==> src/design/dma_rx_pkg.sv <==
package dma_rx_pkg;

   // Stream widths
   localparam int IN_DATA_W  = 64;
   localparam int OUT_DATA_W = 256;
   localparam int IN_STRB_W  = IN_DATA_W / 8;
   localparam int OUT_STRB_W = OUT_DATA_W / 8;
   localparam int LANES      = OUT_DATA_W / IN_DATA_W;  // 64-bit lanes per egress beat
   localparam int LANE_W     = $clog2(LANES);           // Lane index width
   localparam int USER_W     = 128;

   // Statistics and register bus
   localparam int CNT_W    = 32;
   localparam int WB_ADR_W = 5;   // Byte address over eight words
   localparam int WB_DAT_W = 32;

   typedef logic [IN_DATA_W-1:0]  in_data_t;
   typedef logic [OUT_DATA_W-1:0] out_data_t;
   typedef logic [IN_STRB_W-1:0]  in_strb_t;
   typedef logic [OUT_STRB_W-1:0] out_strb_t;
   typedef logic [USER_W-1:0]     user_t;
   typedef logic [CNT_W-1:0]      cnt_t;
   typedef logic [WB_ADR_W-1:0]   wb_adr_t;
   typedef logic [WB_DAT_W-1:0]   wb_dat_t;

   typedef enum logic [1:0] {
      PK_IDLE = 2'd0,   // Next accepted beat opens a packet
      PK_FILL = 2'd1    // Packet open
   } packer_state_t;

   typedef enum logic [2:0] {
      REG_PKT_OUT      = 3'd0,
      REG_WORD_OUT     = 3'd1,
      REG_PKT_IN       = 3'd2,
      REG_WORD_IN      = 3'd3,
      REG_ERR_IN       = 3'd4,
      REG_EXTRA_IN     = 3'd5,
      REG_PACKER_STATE = 3'd6,
      REG_CLEAR        = 3'd7
   } reg_index_t;

endpackage

==> src/design/beat_packer.sv <==
`timescale 1ns/1ps

module beat_packer (
   input  logic                      M_AXIS_ACLK,
   input  logic                      reset_n,

   input  dma_rx_pkg::in_data_t      s_axis_tdata,
   input  dma_rx_pkg::in_strb_t      s_axis_tstrb,
   input  dma_rx_pkg::user_t         s_axis_tuser,
   input  logic                      s_axis_tlast,
   input  logic                      s_axis_tvalid,
   output logic                      s_axis_tready,

   output dma_rx_pkg::out_data_t     m_axis_tdata,
   output dma_rx_pkg::out_strb_t     m_axis_tstrb,
   output dma_rx_pkg::user_t         m_axis_tuser,
   output logic                      m_axis_tlast,
   output logic                      m_axis_tvalid,
   input  logic                      m_axis_tready,

   output dma_rx_pkg::packer_state_t packer_state
);

   // Assembly register
   dma_rx_pkg::out_data_t         asm_data;
   dma_rx_pkg::out_strb_t         asm_strb;
   dma_rx_pkg::user_t             asm_user;    // tuser of the packet's first beat
   logic [dma_rx_pkg::LANE_W-1:0] asm_lane;    // Lane the next beat lands in

   dma_rx_pkg::out_data_t     next_data;
   dma_rx_pkg::out_strb_t     next_strb;
   dma_rx_pkg::user_t         pkt_user;
   dma_rx_pkg::packer_state_t state_next;
   logic                      beat_acc;
   logic                      word_done;

   // Accept while the output register is empty or draining this cycle
   assign s_axis_tready = !m_axis_tvalid || m_axis_tready;
   assign beat_acc      = s_axis_tvalid && s_axis_tready;
   assign word_done     = (asm_lane == dma_rx_pkg::LANE_W'(dma_rx_pkg::LANES - 1))
                          || s_axis_tlast;

   assign pkt_user = (packer_state == dma_rx_pkg::PK_IDLE) ? s_axis_tuser : asm_user;

   // Merge the incoming beat; lanes above it stay zero
   always_comb begin
      next_data = '0;
      next_strb = '0;
      for (int i = 0; i < dma_rx_pkg::LANES; i++) begin
         if (i < int'(asm_lane)) begin
            next_data[i*dma_rx_pkg::IN_DATA_W +: dma_rx_pkg::IN_DATA_W] =
               asm_data[i*dma_rx_pkg::IN_DATA_W +: dma_rx_pkg::IN_DATA_W];
            next_strb[i*dma_rx_pkg::IN_STRB_W +: dma_rx_pkg::IN_STRB_W] =
               asm_strb[i*dma_rx_pkg::IN_STRB_W +: dma_rx_pkg::IN_STRB_W];
         end else if (i == int'(asm_lane)) begin
            next_data[i*dma_rx_pkg::IN_DATA_W +: dma_rx_pkg::IN_DATA_W] = s_axis_tdata;
            next_strb[i*dma_rx_pkg::IN_STRB_W +: dma_rx_pkg::IN_STRB_W] = s_axis_tstrb;
         end
      end
   end

   // Packet start tracking
   always_comb begin
      state_next = packer_state;
      case (packer_state)
         dma_rx_pkg::PK_IDLE: begin
            if (beat_acc && !s_axis_tlast) state_next = dma_rx_pkg::PK_FILL;
         end
         dma_rx_pkg::PK_FILL: begin
            if (beat_acc && s_axis_tlast) state_next = dma_rx_pkg::PK_IDLE;
         end
         default: state_next = dma_rx_pkg::PK_IDLE;
      endcase
   end

   always_ff @(posedge M_AXIS_ACLK) begin
      if (!reset_n) begin
         packer_state  <= dma_rx_pkg::PK_IDLE;
         asm_lane      <= '0;
         m_axis_tvalid <= 1'b0;
      end else begin
         packer_state <= state_next;
         if (m_axis_tvalid && m_axis_tready) m_axis_tvalid <= 1'b0;   // Drained
         if (beat_acc) begin
            if (word_done) begin
               asm_lane      <= '0;
               m_axis_tvalid <= 1'b1;   // Wins over the drain above
            end else begin
               asm_lane <= asm_lane + 1'b1;
            end
         end
      end
   end

   // Payload
   always_ff @(posedge M_AXIS_ACLK) begin
      if (beat_acc) begin
         asm_data <= next_data;
         asm_strb <= next_strb;
         asm_user <= pkt_user;
         if (word_done) begin
            m_axis_tdata <= next_data;
            m_axis_tstrb <= next_strb;
            m_axis_tuser <= pkt_user;
            m_axis_tlast <= s_axis_tlast;
         end
      end
   end

endmodule

==> src/design/dma_rx_path.sv <==
`timescale 1ns/1ps

module dma_rx_path (
   input  logic                    M_AXIS_ACLK,
   input  logic                    reset_n,

   // 64-bit stream from the DMA side
   input  dma_rx_pkg::in_data_t    s_axis_tdata,
   input  dma_rx_pkg::in_strb_t    s_axis_tstrb,
   input  dma_rx_pkg::user_t       s_axis_tuser,
   input  logic                    s_axis_tlast,
   input  logic                    s_axis_tvalid,
   output logic                    s_axis_tready,

   // 256-bit user stream
   output dma_rx_pkg::out_data_t   m_axis_tdata,
   output dma_rx_pkg::out_strb_t   m_axis_tstrb,
   output dma_rx_pkg::user_t       m_axis_tuser,
   output logic                    m_axis_tlast,
   output logic                    m_axis_tvalid,
   input  logic                    m_axis_tready,

   // Wishbone register slave
   input  logic                    wb_cyc,
   input  logic                    wb_stb,
   input  logic                    wb_we,
   input  dma_rx_pkg::wb_adr_t     wb_adr,
   input  dma_rx_pkg::wb_dat_t     wb_dat_w,
   output logic                    wb_ack,
   output dma_rx_pkg::wb_dat_t     wb_dat_r
);

   dma_rx_pkg::packer_state_t packer_state;
   dma_rx_pkg::cnt_t          pkt_out;
   dma_rx_pkg::cnt_t          word_out;
   dma_rx_pkg::cnt_t          pkt_in;
   dma_rx_pkg::cnt_t          word_in;
   dma_rx_pkg::cnt_t          err_in;
   dma_rx_pkg::cnt_t          extra_in;
   logic                      clear;      // Counter clear from the register slave

   beat_packer packer0 (
      .M_AXIS_ACLK   (M_AXIS_ACLK),
      .reset_n       (reset_n),
      .s_axis_tdata  (s_axis_tdata),
      .s_axis_tstrb  (s_axis_tstrb),
      .s_axis_tuser  (s_axis_tuser),
      .s_axis_tlast  (s_axis_tlast),
      .s_axis_tvalid (s_axis_tvalid),
      .s_axis_tready (s_axis_tready),
      .m_axis_tdata  (m_axis_tdata),
      .m_axis_tstrb  (m_axis_tstrb),
      .m_axis_tuser  (m_axis_tuser),
      .m_axis_tlast  (m_axis_tlast),
      .m_axis_tvalid (m_axis_tvalid),
      .m_axis_tready (m_axis_tready),
      .packer_state  (packer_state)
   );

   // Watches both sides of the packer
   traffic_counters counters0 (
      .M_AXIS_ACLK   (M_AXIS_ACLK),
      .reset_n       (reset_n),
      .clear         (clear),
      .s_axis_tdata  (s_axis_tdata),
      .s_axis_tstrb  (s_axis_tstrb),
      .s_axis_tlast  (s_axis_tlast),
      .s_axis_tvalid (s_axis_tvalid),
      .s_axis_tready (s_axis_tready),
      .m_axis_tlast  (m_axis_tlast),
      .m_axis_tvalid (m_axis_tvalid),
      .m_axis_tready (m_axis_tready),
      .pkt_out       (pkt_out),
      .word_out      (word_out),
      .pkt_in        (pkt_in),
      .word_in       (word_in),
      .err_in        (err_in),
      .extra_in      (extra_in)
   );

   wb_stat_regs regs0 (
      .M_AXIS_ACLK  (M_AXIS_ACLK),
      .reset_n      (reset_n),
      .wb_cyc       (wb_cyc),
      .wb_stb       (wb_stb),
      .wb_we        (wb_we),
      .wb_adr       (wb_adr),
      .wb_dat_w     (wb_dat_w),
      .wb_ack       (wb_ack),
      .wb_dat_r     (wb_dat_r),
      .pkt_out      (pkt_out),
      .word_out     (word_out),
      .pkt_in       (pkt_in),
      .word_in      (word_in),
      .err_in       (err_in),
      .extra_in     (extra_in),
      .packer_state (packer_state),
      .clear        (clear)
   );

endmodule

==> src/design/traffic_counters.sv <==
`timescale 1ns/1ps

module traffic_counters (
   input  logic                 M_AXIS_ACLK,
   input  logic                 reset_n,
   input  logic                 clear,

   // Ingress handshake
   input  dma_rx_pkg::in_data_t s_axis_tdata,
   input  dma_rx_pkg::in_strb_t s_axis_tstrb,
   input  logic                 s_axis_tlast,
   input  logic                 s_axis_tvalid,
   input  logic                 s_axis_tready,

   // Egress handshake
   input  logic                 m_axis_tlast,
   input  logic                 m_axis_tvalid,
   input  logic                 m_axis_tready,

   output dma_rx_pkg::cnt_t     pkt_out,
   output dma_rx_pkg::cnt_t     word_out,
   output dma_rx_pkg::cnt_t     pkt_in,
   output dma_rx_pkg::cnt_t     word_in,
   output dma_rx_pkg::cnt_t     err_in,
   output dma_rx_pkg::cnt_t     extra_in
);

   logic in_xfer;
   logic out_xfer;

   assign in_xfer  = s_axis_tvalid && s_axis_tready;
   assign out_xfer = m_axis_tvalid && m_axis_tready;

   always_ff @(posedge M_AXIS_ACLK) begin
      if (!reset_n || clear) begin   // Clear drops any transfer at this edge
         pkt_out  <= '0;
         word_out <= '0;
         pkt_in   <= '0;
         word_in  <= '0;
         err_in   <= '0;
         extra_in <= '0;
      end else begin
         if (out_xfer) begin
            word_out <= word_out + 1'b1;
            if (m_axis_tlast) pkt_out <= pkt_out + 1'b1;
         end

         if (in_xfer) begin
            if (s_axis_tlast) pkt_in <= pkt_in + 1'b1;

            // A full beat or the packet tail counts as one word
            if (s_axis_tlast || (&s_axis_tstrb)) word_in <= word_in + 1'b1;

            if (s_axis_tdata == '0) err_in <= err_in + 1'b1;   // All-zero beat

            // Beats seen since the last packet end
            if (s_axis_tlast) begin
               extra_in <= '0;
            end else begin
               extra_in <= extra_in + 1'b1;
            end
         end
      end
   end

endmodule

==> src/design/wb_stat_regs.sv <==
`timescale 1ns/1ps

module wb_stat_regs (
   input  logic                      M_AXIS_ACLK,
   input  logic                      reset_n,

   // Wishbone classic slave
   input  logic                      wb_cyc,
   input  logic                      wb_stb,
   input  logic                      wb_we,
   input  dma_rx_pkg::wb_adr_t       wb_adr,
   input  dma_rx_pkg::wb_dat_t       wb_dat_w,   // Any write clears whatever the value
   output logic                      wb_ack,
   output dma_rx_pkg::wb_dat_t       wb_dat_r,

   // Statistics and packer status
   input  dma_rx_pkg::cnt_t          pkt_out,
   input  dma_rx_pkg::cnt_t          word_out,
   input  dma_rx_pkg::cnt_t          pkt_in,
   input  dma_rx_pkg::cnt_t          word_in,
   input  dma_rx_pkg::cnt_t          err_in,
   input  dma_rx_pkg::cnt_t          extra_in,
   input  dma_rx_pkg::packer_state_t packer_state,

   output logic                      clear
);

   dma_rx_pkg::reg_index_t reg_idx;
   dma_rx_pkg::wb_dat_t    rd_val;
   logic                   req;

   // Ignore the request already being acked
   assign req = wb_cyc && wb_stb && !wb_ack;

   // Byte address to word index
   assign reg_idx = dma_rx_pkg::reg_index_t'(wb_adr[dma_rx_pkg::WB_ADR_W-1:2]);

   // Counters zero at the edge that raises the ack
   assign clear = req && wb_we && (reg_idx == dma_rx_pkg::REG_CLEAR);

   always_comb begin
      case (reg_idx)
         dma_rx_pkg::REG_PKT_OUT:      rd_val = pkt_out;
         dma_rx_pkg::REG_WORD_OUT:     rd_val = word_out;
         dma_rx_pkg::REG_PKT_IN:       rd_val = pkt_in;
         dma_rx_pkg::REG_WORD_IN:      rd_val = word_in;
         dma_rx_pkg::REG_ERR_IN:       rd_val = err_in;
         dma_rx_pkg::REG_EXTRA_IN:     rd_val = extra_in;
         dma_rx_pkg::REG_PACKER_STATE: rd_val = dma_rx_pkg::wb_dat_t'(packer_state);
         dma_rx_pkg::REG_CLEAR:        rd_val = '0;   // Write-only
         default:                      rd_val = '0;
      endcase
   end

   always_ff @(posedge M_AXIS_ACLK) begin
      if (!reset_n) begin
         wb_ack <= 1'b0;
      end else begin
         wb_ack <= req;   // Writes elsewhere acked and dropped
      end
   end

   // Snapshot taken at the request edge
   always_ff @(posedge M_AXIS_ACLK) begin
      if (req) wb_dat_r <= rd_val;
   end

endmodule

==> config.mk <==
export PLATFORM = sky130hd
export DESIGN_NAME = dma_rx_path
export DESIGN_NICKNAME = d
export VERILOG_FILES = /design/src/design/dma_rx_pkg.sv /design/src/design/beat_packer.sv /design/src/design/dma_rx_path.sv /design/src/design/traffic_counters.sv /design/src/design/wb_stat_regs.sv
export SDC_FILE = /design/constraint.sdc
export NUM_CORES = 1
export LEC_CHECK = 0
export ABC_AREA = 0
export BUFFER_PORTS_ARGS = -buffer_cell sky130_fd_sc_hd__buf_2
export CAP_MARGIN = 5
export CELL_PAD_IN_SITES_DETAIL_PLACEMENT = 1
export CELL_PAD_IN_SITES_GLOBAL_PLACEMENT = 2
export CORE_MARGIN = 2
export CORE_UTILIZATION = 36
export CTS_BUF_LIST = sky130_fd_sc_hd__clkbuf_4 sky130_fd_sc_hd__clkbuf_8
export DETAILED_ROUTE_END_ITERATION = 10
export GPL_TIMING_DRIVEN = 1
export PLACE_DENSITY_LB_ADDON = 0.1
export SYNTH_ARGS = -nofsm -noshare
export SYNTH_HDL_FRONTEND = slang
export SYNTH_SLANG_ARGS = --single-unit
==> constraint.sdc <==
create_clock -name M_AXIS_ACLK -period 22.1 [get_ports M_AXIS_ACLK]
set_clock_uncertainty 0.1 [all_clocks]
set_input_delay 2.21 -clock M_AXIS_ACLK [delete_from_list [all_inputs] [get_ports M_AXIS_ACLK]]
set_output_delay 2.21 -clock M_AXIS_ACLK [all_outputs]
set_load 0.01 [all_outputs]
* Word level (Yosys, flattened, before mapping)
Index checks and enable logic that the tools add are counted.
Word-level totals: register bits 991, word-level logic and storage cells 93, input port bits 245, output and inout bits 452
Operators by class: reduce and logical (&&, ||, !) cells 27, eq/ne operators 14, add/subtract/negate cells 7, $lt $le $gt $ge 3, muxes and demuxes 24
Operator list (number):
- $mux 64 | 7
- $pmux 32 s8 | 1
- $add 32x1->32 const B | 6
- $mux 128 | 1
- $logic_not 64->1 | 1
- $mux 8 | 7
- $mux 32 | 1
- $eq 3x3->1 const B | 4
- $reduce_and 2->1 | 6
- $logic_and 1x1->1 | 8
- $reduce_and 8->1 | 1
- $eq 3x2->1 const B | 2
- $mux 2 | 3
- $eq 2x2->1 const A | 2
- $logic_not 1->1 | 4
- $logic_not 2->1 | 2
- $logic_or 1x1->1 | 4
- $lt 1x2->1 const A | 2
- $pmux 2 s2 | 1
- $eq 3x1->1 const B | 1
- $logic_not 3->1 | 1
- $mux 1 | 3
- $add 2x1->2 const B | 1
- $eq 1x2->1 const A | 1
- other kinds (5) | 5

* Logic depth before layout (Yosys ltp)
Gate-level depths: netlist (run 1).
depth after elaboration 6, gate-level depth with buffers 8, mapped depth without buffers 7

* By module
A second synthesis (run 1) with hierarchy kept.
Second synthesis, totals: cell total of the unflattened synthesis 2956, area total of the unflattened synthesis 40058.4 um^2
By module, submodules not included:
- beat_packer | instances 1, area each 28085.7 um^2, cells an instance 1567, seq. area each 22932.0 um^2
- traffic_counters | instances 1, area each 9267.6 um^2, cells an instance 1125, seq. area each 3843.7 um^2
- wb_stat_regs | instances 1, area each 2705.1 um^2, cells an instance 264, seq. area each 980.9 um^2

* Worst setup path after synthesis (run 1)
No wires, ideal clock.
path kind input to register, start in m_axis_tready, end reg packer0.m_axis_tdata[0], enable pin, setup slack 0.911 ns, cell stages on the path 4, library setup time 1.207 ns, data arrival time 19.882 ns, path buffers 0, required time 20.793 ns, cells stage by stage nor2b_4 > clkinv_1 > nand2_1 > nor2_1
On the way: cells in the longest elaborated chain, start to end 3
Ends and longest elaborated chain:
- start: declaration | line dma_rx_path.sv:21 | input logic m_axis_tready,
- $logic_or 1x1->1 | line beat_packer.sv:38 | assign s_axis_tready = !m_axis_tvalid || m_axis_tready;
- net s_axis_tready | line dma_rx_path.sv:13 | output logic s_axis_tready,
- $logic_and 1x1->1 | line beat_packer.sv:39 | assign beat_acc = s_axis_tvalid && s_axis_tready;
- $reduce_and 2->1 (no source line)
- end signal: assignment | line beat_packer.sv:102 | m_axis_tdata <= next_data;
- end: declaration | line beat_packer.sv:14 | output dma_rx_pkg::out_data_t m_axis_tdata,
The timed path passes the listed nets, and every way through them passes these cells. A chain may end at the register's enable or synchronous reset.

* Worst setup path after layout (run 1)
start in m_axis_tready, end reg packer0.m_axis_tuser[98], enable pin
On the way: cells in the longest elaborated chain, start to end 3
Ends and longest elaborated chain:
- $logic_or 1x1->1 | line beat_packer.sv:38
- $logic_and 1x1->1 | line beat_packer.sv:39
- $reduce_and 2->1 (no source line)
- end signal: assignment | line beat_packer.sv:104 | m_axis_tuser <= pkt_user;
- end: declaration | line beat_packer.sv:16 | output dma_rx_pkg::user_t m_axis_tuser,
No other way between the ends.

==> results of run 1 <==
[synth_stat cells, types with 3 or more instances]
master    instances
nor2_1          160
mux2_2          208
nand4_1          78
inv_1            39
and4_1           13
a211oi_1         13
a22o_1           92
nor4_1           63
a22oi_1          17
xnor2_1          61
nor2b_1           8
o21a_1            6
a21oi_1         108
or4_1            47
o22ai_1           6
ha_1             10
nand2b_1          6
or2_2             3
or3_2             6
nand2_1         206
and3_1           23
xor2_1           39
o31ai_1          34
a31oi_1           6
and4_2            3
dfxtp_1         197
buf_1            12
o211ai_1          7
edfxtp_1        793
buf_6             3
clkbuf_1        135
mux2i_1          53
nand3_1          68
o21ai_0         109
or3_1            30
and2_1           89
o221ai_1          3
nor3_1           33
[registers in the layout, summed over array words and instances, names as in the netlist, 128 cells and up]
register and cells:
packer0.m_axis_tdata 256, packer0.asm_user 128, packer0.asm_data 192, packer0.m_axis_tuser 128
[power by group through the flow]
stage	logic [mW]	clock network, mW	registers (mW)
after floorplan	0.108	0	2.23
after global placement	0.252	0	2.18
after detailed placement	0.259	0	2.18
after CTS	0.260	1.72	2.15
after global routing	0.274	1.80	2.15
final	0.254	1.67	2.14
[worst min-delay path: cells and delay by family, from the launching register on]
kind            cells  cell delay [ps]
flops               1              310
compound gates      2              130
[cells by family (layout without fill, tap and decap cells)]
| kind of cell | after synthesis | after routing | share of synthesized area [%] |
|---|---|---|---|
| adders and majority gates | 10 | 10 | 0.318 |
| buffers and inverters | 192 | 1049 | 1.91 |
| AOI/OAI and AO/OA | 406 | 406 | 6.62 |
| other | 0 | 8 | 0 |
| DFF | 990 | 990 | 70.4 |
| and+or+nand+nor | 842 | 842 | 11.1 |
| muxes | 263 | 263 | 7.41 |
| xor gates and xnor gates | 100 | 100 | 2.22 |
[path summary, 6_finish.rpt]
check,endpoint,cells after the start,from
worst max-delay path,packer0.m_axis_tuser[98]$_DFFE_PP_,8,m_axis_tready
worst min-delay path,counters0.word_out[31]$_SDFFE_PP0P_,2,counters0.word_out[31]$_SDFFE_PP0P_
worst max register to register,packer0.m_axis_tuser[98]$_DFFE_PP_,6,packer0.asm_lane[1]$_SDFFE_PN0P_
worst min register to register,counters0.word_out[31]$_SDFFE_PP0P_,2,counters0.word_out[31]$_SDFFE_PP0P_
[per-layer routing]
| metal | routed length, um | vias up | part of all wire (%) |
|---|---|---|---|
| met1 | 50200 | 13600 | 39 |
| met2 | 65000 | 741 | 51 |
| met3 | 8490 | 232 | 6.6 |
| met5 | 0 | - | 0 |
| met4 | 4690 | 0 | 3.7 |
| li1 | - | 12200 | - |
[stage by stage]
stage	util, %	worst slack [ps]	power, mW	hold slack, ps
floorplan	-	911	2.34	352
global placement	40.6	15820	2.43	367
detailed placement	40.6	15680	2.44	383
CTS	43.8	16600	4.13	392
global route	43.8	16400	4.22	409
finish	43.8	16630	4.07	385
[final cells by class]
class | count | area [um^2] | area share (%)
inverters | 41 | 161 | 0.339
clock buffers | 243 | 2980 | 6.25
well taps | 1414 | 1770 | 3.72
clock inverters | 74 | 422 | 0.886
diodes | 8 | 20.0 | 0.0421
flip-flops and latches | 990 | 27800 | 58.3
multi-input cells | 1621 | 10900 | 23.0
repair buffers | 691 | 3540 | 7.44
==> key figures, run 1 <==
Synth
  – Synth warn: 0
  – Total nets after synthesis: 3058
  – Synth area leader: edfxtp_1
  – Main synth FF type: edfxtp_1
  – Post-synth EDFFs: 793
  – Post-synthesis cell type count: about 50
  – Synthesized cell area: 39400 um^2
  – Yosys top cell area share: a little over 60%
  – Synth area leaders: edfxtp_1 60%, dfxtp_1 10%, mux2_2 5.9%, a22o_1 2.0%, nand2_1 2.0%
  – Cells after synthesis: between 2000 and 3000
  – Seq cells post-synth: between 900 and 1000
  – FFs w/ async S/R, synth: 0%
  – Avg Cell Area, Syn: between 10 and 15 um^2
  – Register area share after synthesis: slightly above 70%

Clock network
  – Clock buffer count from CTS: roughly 180
  – Max Root-Sink Buffers: 3
  – Clock root cell: clkbuf_8
  – Max H-tree Level: 4
  – Number of gates resized after CTS: 0
  – Hold_buf cts: 0
  – Clock Latency Late Sink: roughly 840 ps
  – CTS tree: built
  – Post-CTS Setup Bufs: 0
  – Clock slew at reported path FFs: about 50 ps
  – CTS sink cnt: 990

Critical path
  – R2r setup slk: 16990 ps
  – Crit-path max FO: a little over 70
  – Crit path capture type: flip-flop
  – Startpoint types: primary input
  – Worst path max stage delay: just over 900 ps
  – Setup CP Type: primary input to flip-flop
  – Worst path cell trace: buf_2 -> nor2b_4 -> clkinv_1 -> nand2_1 -> nor2_4 -> buf_4 -> buf_4 -> buf_4
  – CP bufs+invs: 5
  – CP delay by family, top: buffers and inverters
  – CP max stage cell: buf_4
  – Required @ worst endpoint: 22430 ps
  – Most used cell, CP: buf_4
  – Worst Path Arrival: a little under 6000 ps

STA
  – Fin crit share: 24.8%
  – Hold Vio Cnt, Final: 0
  – Fin Setup TNS: 0 ps
  – Worst-Margin Slew: between 1000 and 1500 ps
  – Fmax: 183 MHz
  – Minimum clock period: roughly 5500 ps
  – Fin. max-slew vios: 0
  – RSZ-0062 raised after global routing: no
  – Slew margin rel.: between 20 and 25%
  – Final setup vio count: 0

Layout
  – Most frequent cells in the layout: 793 x edfxtp_1, 662 x buf_2, 208 x mux2_2
  – Commonest non-fill, non-tap cell in the layout: edfxtp_1
  – Area grow syn2layout: 20.8%
  – Design area: roughly 48000 um^2
  – Nets: approximately 3800
  – Layout fillers: roughly 11000
  – Post-Layout Cell Count: between 5000 and 6000
  – Share of cells above drive strength 1: around 33%

Worst hold path
  – Worst hold path type: flip-flop to flip-flop

Drt
  – Vias: 26700
  – Total detailed-routing wirelength: ~130 mm
  – Drt first pass iters: 5
  – Wire per inst: between 20 and 30 um
  – Residual antenna-violating net count after detailed routing: 0
  – Routed vias/inst: 5.26
  – 1st-iter DRT viols: 1622
  – Detailed-route DRC error count: 0

Placement
  – Cell count after placement: between 4000 and 5000
  – IO buf count: around 660
  – DP HPWL: between 80 and 90 mm
  – Final RePlAce weighted congestion: around 0.87
  – Placed inst area: 44200 um^2

Floorplan
  – Row count: 121
  – Chip height: ~330 um
  – Io pins: between 600 and 700
  – Chip Width: approximately 330 um
  – Starting Density: a little over a third
  – Core box area: about 110000 um^2
  – Overall die area: approximately 110000 um^2

Global route
  – GRT overflow: 0
  – Largest net degree at the start of global routing: 170
  – First-pass GRT wire length: roughly 190 mm
  – Initial antenna violation count: 18
  – GRT met2 Usage: about two fifths
  – GR Util met3: between 6 and 7%
  – Total GRT Usage: 22.6%
  – Vias in the first global route: between 20000 and 30000
  – Layer with the highest usage: met2
  – Met1 Use GR: 26.9%

Power and ir drop
  – Part of the power in combinational logic: under 10%
  – Sw Share: roughly 24%
  – Peak supply drop: just under 0.00006 V
  – Net Switching: ~0.99 mW
  – Internal power: a little over 3 mW
  – Clk pwr share: approximately two fifths
  – PwrDens: approximately 85 nW/um^2
  – Seq pwr share: a little over half
  – Pleak: about 17 nW

Run
  – Max-cap violations: 0

Status
  – Outcome: complete, no violations
Power figures use the tool's default switching activity.
==> inputs of run 2 (changes only) <==
--- a/config.mk
+++ b/config.mk
@@ -5,13 +5,13 @@
 export SDC_FILE = /design/constraint.sdc
 export NUM_CORES = 1
 export LEC_CHECK = 0
-export ABC_AREA = 0
+export ABC_AREA = 1
 export BUFFER_PORTS_ARGS = -buffer_cell sky130_fd_sc_hd__buf_2
 export CAP_MARGIN = 5
 export CELL_PAD_IN_SITES_DETAIL_PLACEMENT = 1
 export CELL_PAD_IN_SITES_GLOBAL_PLACEMENT = 2
 export CORE_MARGIN = 2
-export CORE_UTILIZATION = 36
+export CORE_UTILIZATION = 37
 export CTS_BUF_LIST = sky130_fd_sc_hd__clkbuf_4 sky130_fd_sc_hd__clkbuf_8
 export DETAILED_ROUTE_END_ITERATION = 10
 export GPL_TIMING_DRIVEN = 1
==> constraint.sdc (replaced) <==
create_clock -name M_AXIS_ACLK -period 5.6 [get_ports M_AXIS_ACLK]
set_clock_uncertainty 0.1 [all_clocks]
set_input_delay 0.56 -clock M_AXIS_ACLK [delete_from_list [all_inputs] [get_ports M_AXIS_ACLK]]
set_output_delay 0.56 -clock M_AXIS_ACLK [all_outputs]
set_load 0.01 [all_outputs]
==> run 2 against run 1 <==
Effect of this change: via count is 17% higher; power grew to 4.1 times the previous value; flip-flop and latch count stayed put; register-to-register slack worse by 15000 ps; largest power group unchanged; critical path type is now flip-flop to flip-flop.
==> key figures, run 2 <==
Synth
  – Synth area leader: edfxtp_1
  – FFs w/ async S/R, synth: 0%
  – Post-synthesis cell type count: between 40 and 50
  – Synth warn: 0
  – Seq cells post-synth: 990
  – Synth cell count leaders: 1160 x nand2_1, 793 x edfxtp_1, 379 x nor2_1, 331 x inv_1, 230 x a21oi_1
  – Register area share after synthesis: ~69%
  – Avg Cell Area, Syn: roughly 11 um^2
  – Post-synth EDFFs: between 700 and 800
  – Main synth FF type: edfxtp_1
  – Dominant cell by count in the synthesized netlist: nand2_1
  – Total nets after synthesis: approximately 4000
  – Yosys top cell area share: between 50% and 60%
  – Synthesized cell area: 40200 um^2
  – Synth area leaders: edfxtp_1 59%, nand2_1 11%, dfxtp_1 9.8%, nor2_1 3.5%, inv_1 3.1%
  – Cells after synthesis: between 3000 and 4000

Drt
  – Wire per inst: around 22 um
  – Detailed-route DRC error count: 0
  – 1st-iter DRT viols: roughly 2000
  – Vias: roughly 31000
  – Residual antenna-violating net count after detailed routing: 0
  – Drt first pass iters: 5
  – Routed vias/inst: around 5.0
  – Total detailed-routing wirelength: ~140 mm

Floorplan
  – Chip Width: around 330 um
  – Io pins: roughly 700
  – Overall die area: between 100000 and 150000 um^2
  – Starting Density: 37.4%
  – Core box area: around 110000 um^2
  – Chip height: about 330 um
  – Row count: between 100 and 150

Placement
  – DP HPWL: ~99 mm
  – Placed inst area: approximately 45000 um^2
  – IO buf count: approximately 660
  – Final RePlAce weighted congestion: approximately 0.88

Critical path
  – Crit path capture type: flip-flop
  – Reg-to-reg critical path endpoint: packer0.m_axis_tstrb[25]$_SDFFCE_PN0P_
  – R2r setup slk: around 2400 ps
  – Startpoint types: flip-flop
  – Worst Path Arrival: roughly 3600 ps
  – FF-to-FF path depth: 4
  – Crit-path max FO: about 110
  – Required @ worst endpoint: 5950 ps
  – Setup CP Type: flip-flop to flip-flop
  – RR Startpoint: packer0.asm_lane[1]$_SDFFE_PN0P_

Global route
  – Total GRT Usage: between 20% and 30%
  – GRT overflow: 0
  – First-pass GRT wire length: slightly above 200 mm
  – Initial antenna violation count: 7
  – Largest net degree at the start of global routing: approximately 120
  – Vias in the first global route: around 32000

Clock network
  – Clock root cell: clkbuf_8
  – Max Root-Sink Buffers: 3
  – Clock slew at reported path FFs: roughly 60 ps
  – CTS sink cnt: between 900 and 1000
  – Clock buffer count from CTS: ~170
  – Post-CTS Setup Bufs: 0
  – CTS tree: built
  – Clock Latency Late Sink: 850 ps
  – Max H-tree Level: 4
  – Number of gates resized after CTS: 0

STA
  – Fin crit share: 57.2%
  – Hold Vio Cnt, Final: 0
  – Slew margin rel.: about a third
  – Final setup vio count: 0
  – Worst-Margin Slew: roughly 1000 ps
  – Minimum clock period: around 3200 ps
  – RSZ-0062 raised after global routing: no
  – Fmax: about 310 MHz
  – Fin. max-slew vios: 0

Worst hold path
  – Worst hold path type: primary input to flip-flop
  – Hold path startpoint: wb_stb
  – Worst Hold Endpoint: regs0.wb_ack$_SDFF_PN0_
  – Hold Path Stages: 3

Power and ir drop
  – Peak supply drop: roughly 0.0003 V
  – PwrDens: between 300 and 400 nW/um^2
  – Power Total: ~17 mW
  – Pleak: ~20 nW

Status
  – Outcome: complete, no violations

Layout
  – Nets: approximately 5000
  – Share of cells above drive strength 1: 21.0%
  – Max reg flops: between 200 and 300
  – Area grow syn2layout: 26.0%
  – Commonest non-fill, non-tap cell in the layout: nand2_1
  – Regs by FF count: packer0.m_axis_tdata: 256 flops, packer0.asm_data: 192 flops
  – Design area: a little over 50000 um^2
  – Most frequent cells in the layout: 1158 x nand2_1, 793 x edfxtp_1, 662 x buf_2
  – Largest reg by FF count: packer0.m_axis_tdata

Run
  – Max-cap violations: 0
==> run 2: cell types whose count changed in the layout (fill, tap and decap cells not counted), sizes merged, moves of 92 or more <==
| cell | previous run | this run |
|---|---|---|
| a22o | 92 | 0 |
| dlygate4sd3 | 0 | 202 |
| inv | 51 | 341 |
| nor2 | 160 | 401 |
| nand2 | 206 | 1171 |
| a21oi | 108 | 232 |
| mux2 | 208 | 0 |
| o21ai | 110 | 214 |
==> run 2: cell type report <==
type | count | area [um^2]
clock buffer | 245 | 3000
multi-input combinational | 2361 | 10700
tap | 1403 | 1760
sequential | 990 | 27800
fill | 12100 | 56700
antenna | 7 | 17.5
inverter | 340 | 1300
clock inverter | 70 | 462
timing repair buffer | 889 | 5610
==> run 2: worst max-delay path, stage by stage, from the launching register on <==
cell     delay, ps
dfxtp_4        550
ha_4           590
nor2_1         220
nor2_4         690
buf_12         530
==> run 2: cell families (layout without fill, tap and decap cells) <==
kind of cell | Yosys count | after routing | synth area share [%]
other cells | 0 | 7 | 0
fa+ha+maj | 10 | 10 | 0.311
flops | 990 | 990 | 69.1
compound gates | 516 | 516 | 6.90
buf+inv | 466 | 1544 | 4.47
xor+xnor | 38 | 38 | 0.829
simple gates | 1797 | 1797 | 18.4
==> run 2: per-layer routing <==
metal	wire length, um	global-route usage [%]
met1	58200	30.9
met2	67800	41.0
met3	9590	6.67
met4	5980	11.1
met5	0	0
==> run 2: per-stage QoR <==
stage               setup TNS, ps  hold slack [ps]  utilization [%]  setup WS, ps  instances
global placement                0              352             42.0          2320       5781
floorplan                 -834080              343                -         -1980       3817
finish                          0              107             47.1          2400       6305
CTS                             0             42.5             47.1          2270       6298
global route                    0             80.3             47.1          2200       6303
detailed placement              0              366             42.0          2310       5781
==> run 2: how the worst max path moves through the flow <==
stage	slack, ps	cells past startpoint	to	startpoint
floorplan	-1980	5	packer0.m_axis_tdata[0]$_DFFE_PP_	m_axis_tready
global placement	2320	4	packer0.m_axis_tdata[135]$_DFFE_PP_	packer0.asm_lane[1]$_SDFFE_PN0P_
detailed placement	2310	4	packer0.m_axis_tdata[135]$_DFFE_PP_	packer0.asm_lane[1]$_SDFFE_PN0P_
CTS	2270	4	packer0.m_axis_tstrb[22]$_DFFE_PP_	packer0.asm_lane[1]$_SDFFE_PN0P_
global route	2200	4	packer0.m_axis_tstrb[25]$_SDFFCE_PN0P_	packer0.asm_lane[1]$_SDFFE_PN0P_
finish	2400	4	packer0.m_axis_tstrb[25]$_SDFFCE_PN0P_	packer0.asm_lane[1]$_SDFFE_PN0P_
==> run 2: timing repair <==
action                                 in CTS  in global routing
endpoints found under the hold margin     345                  0
setup endpoints to repair                   0                  0
hold buffers                              202                  0
==> run 2: where the power goes <==
part	switching (mW)	internal, mW
logic	0.927	0.401
clock network	3.10	3.64
registers	0.123	8.46
total	4.15	12.5
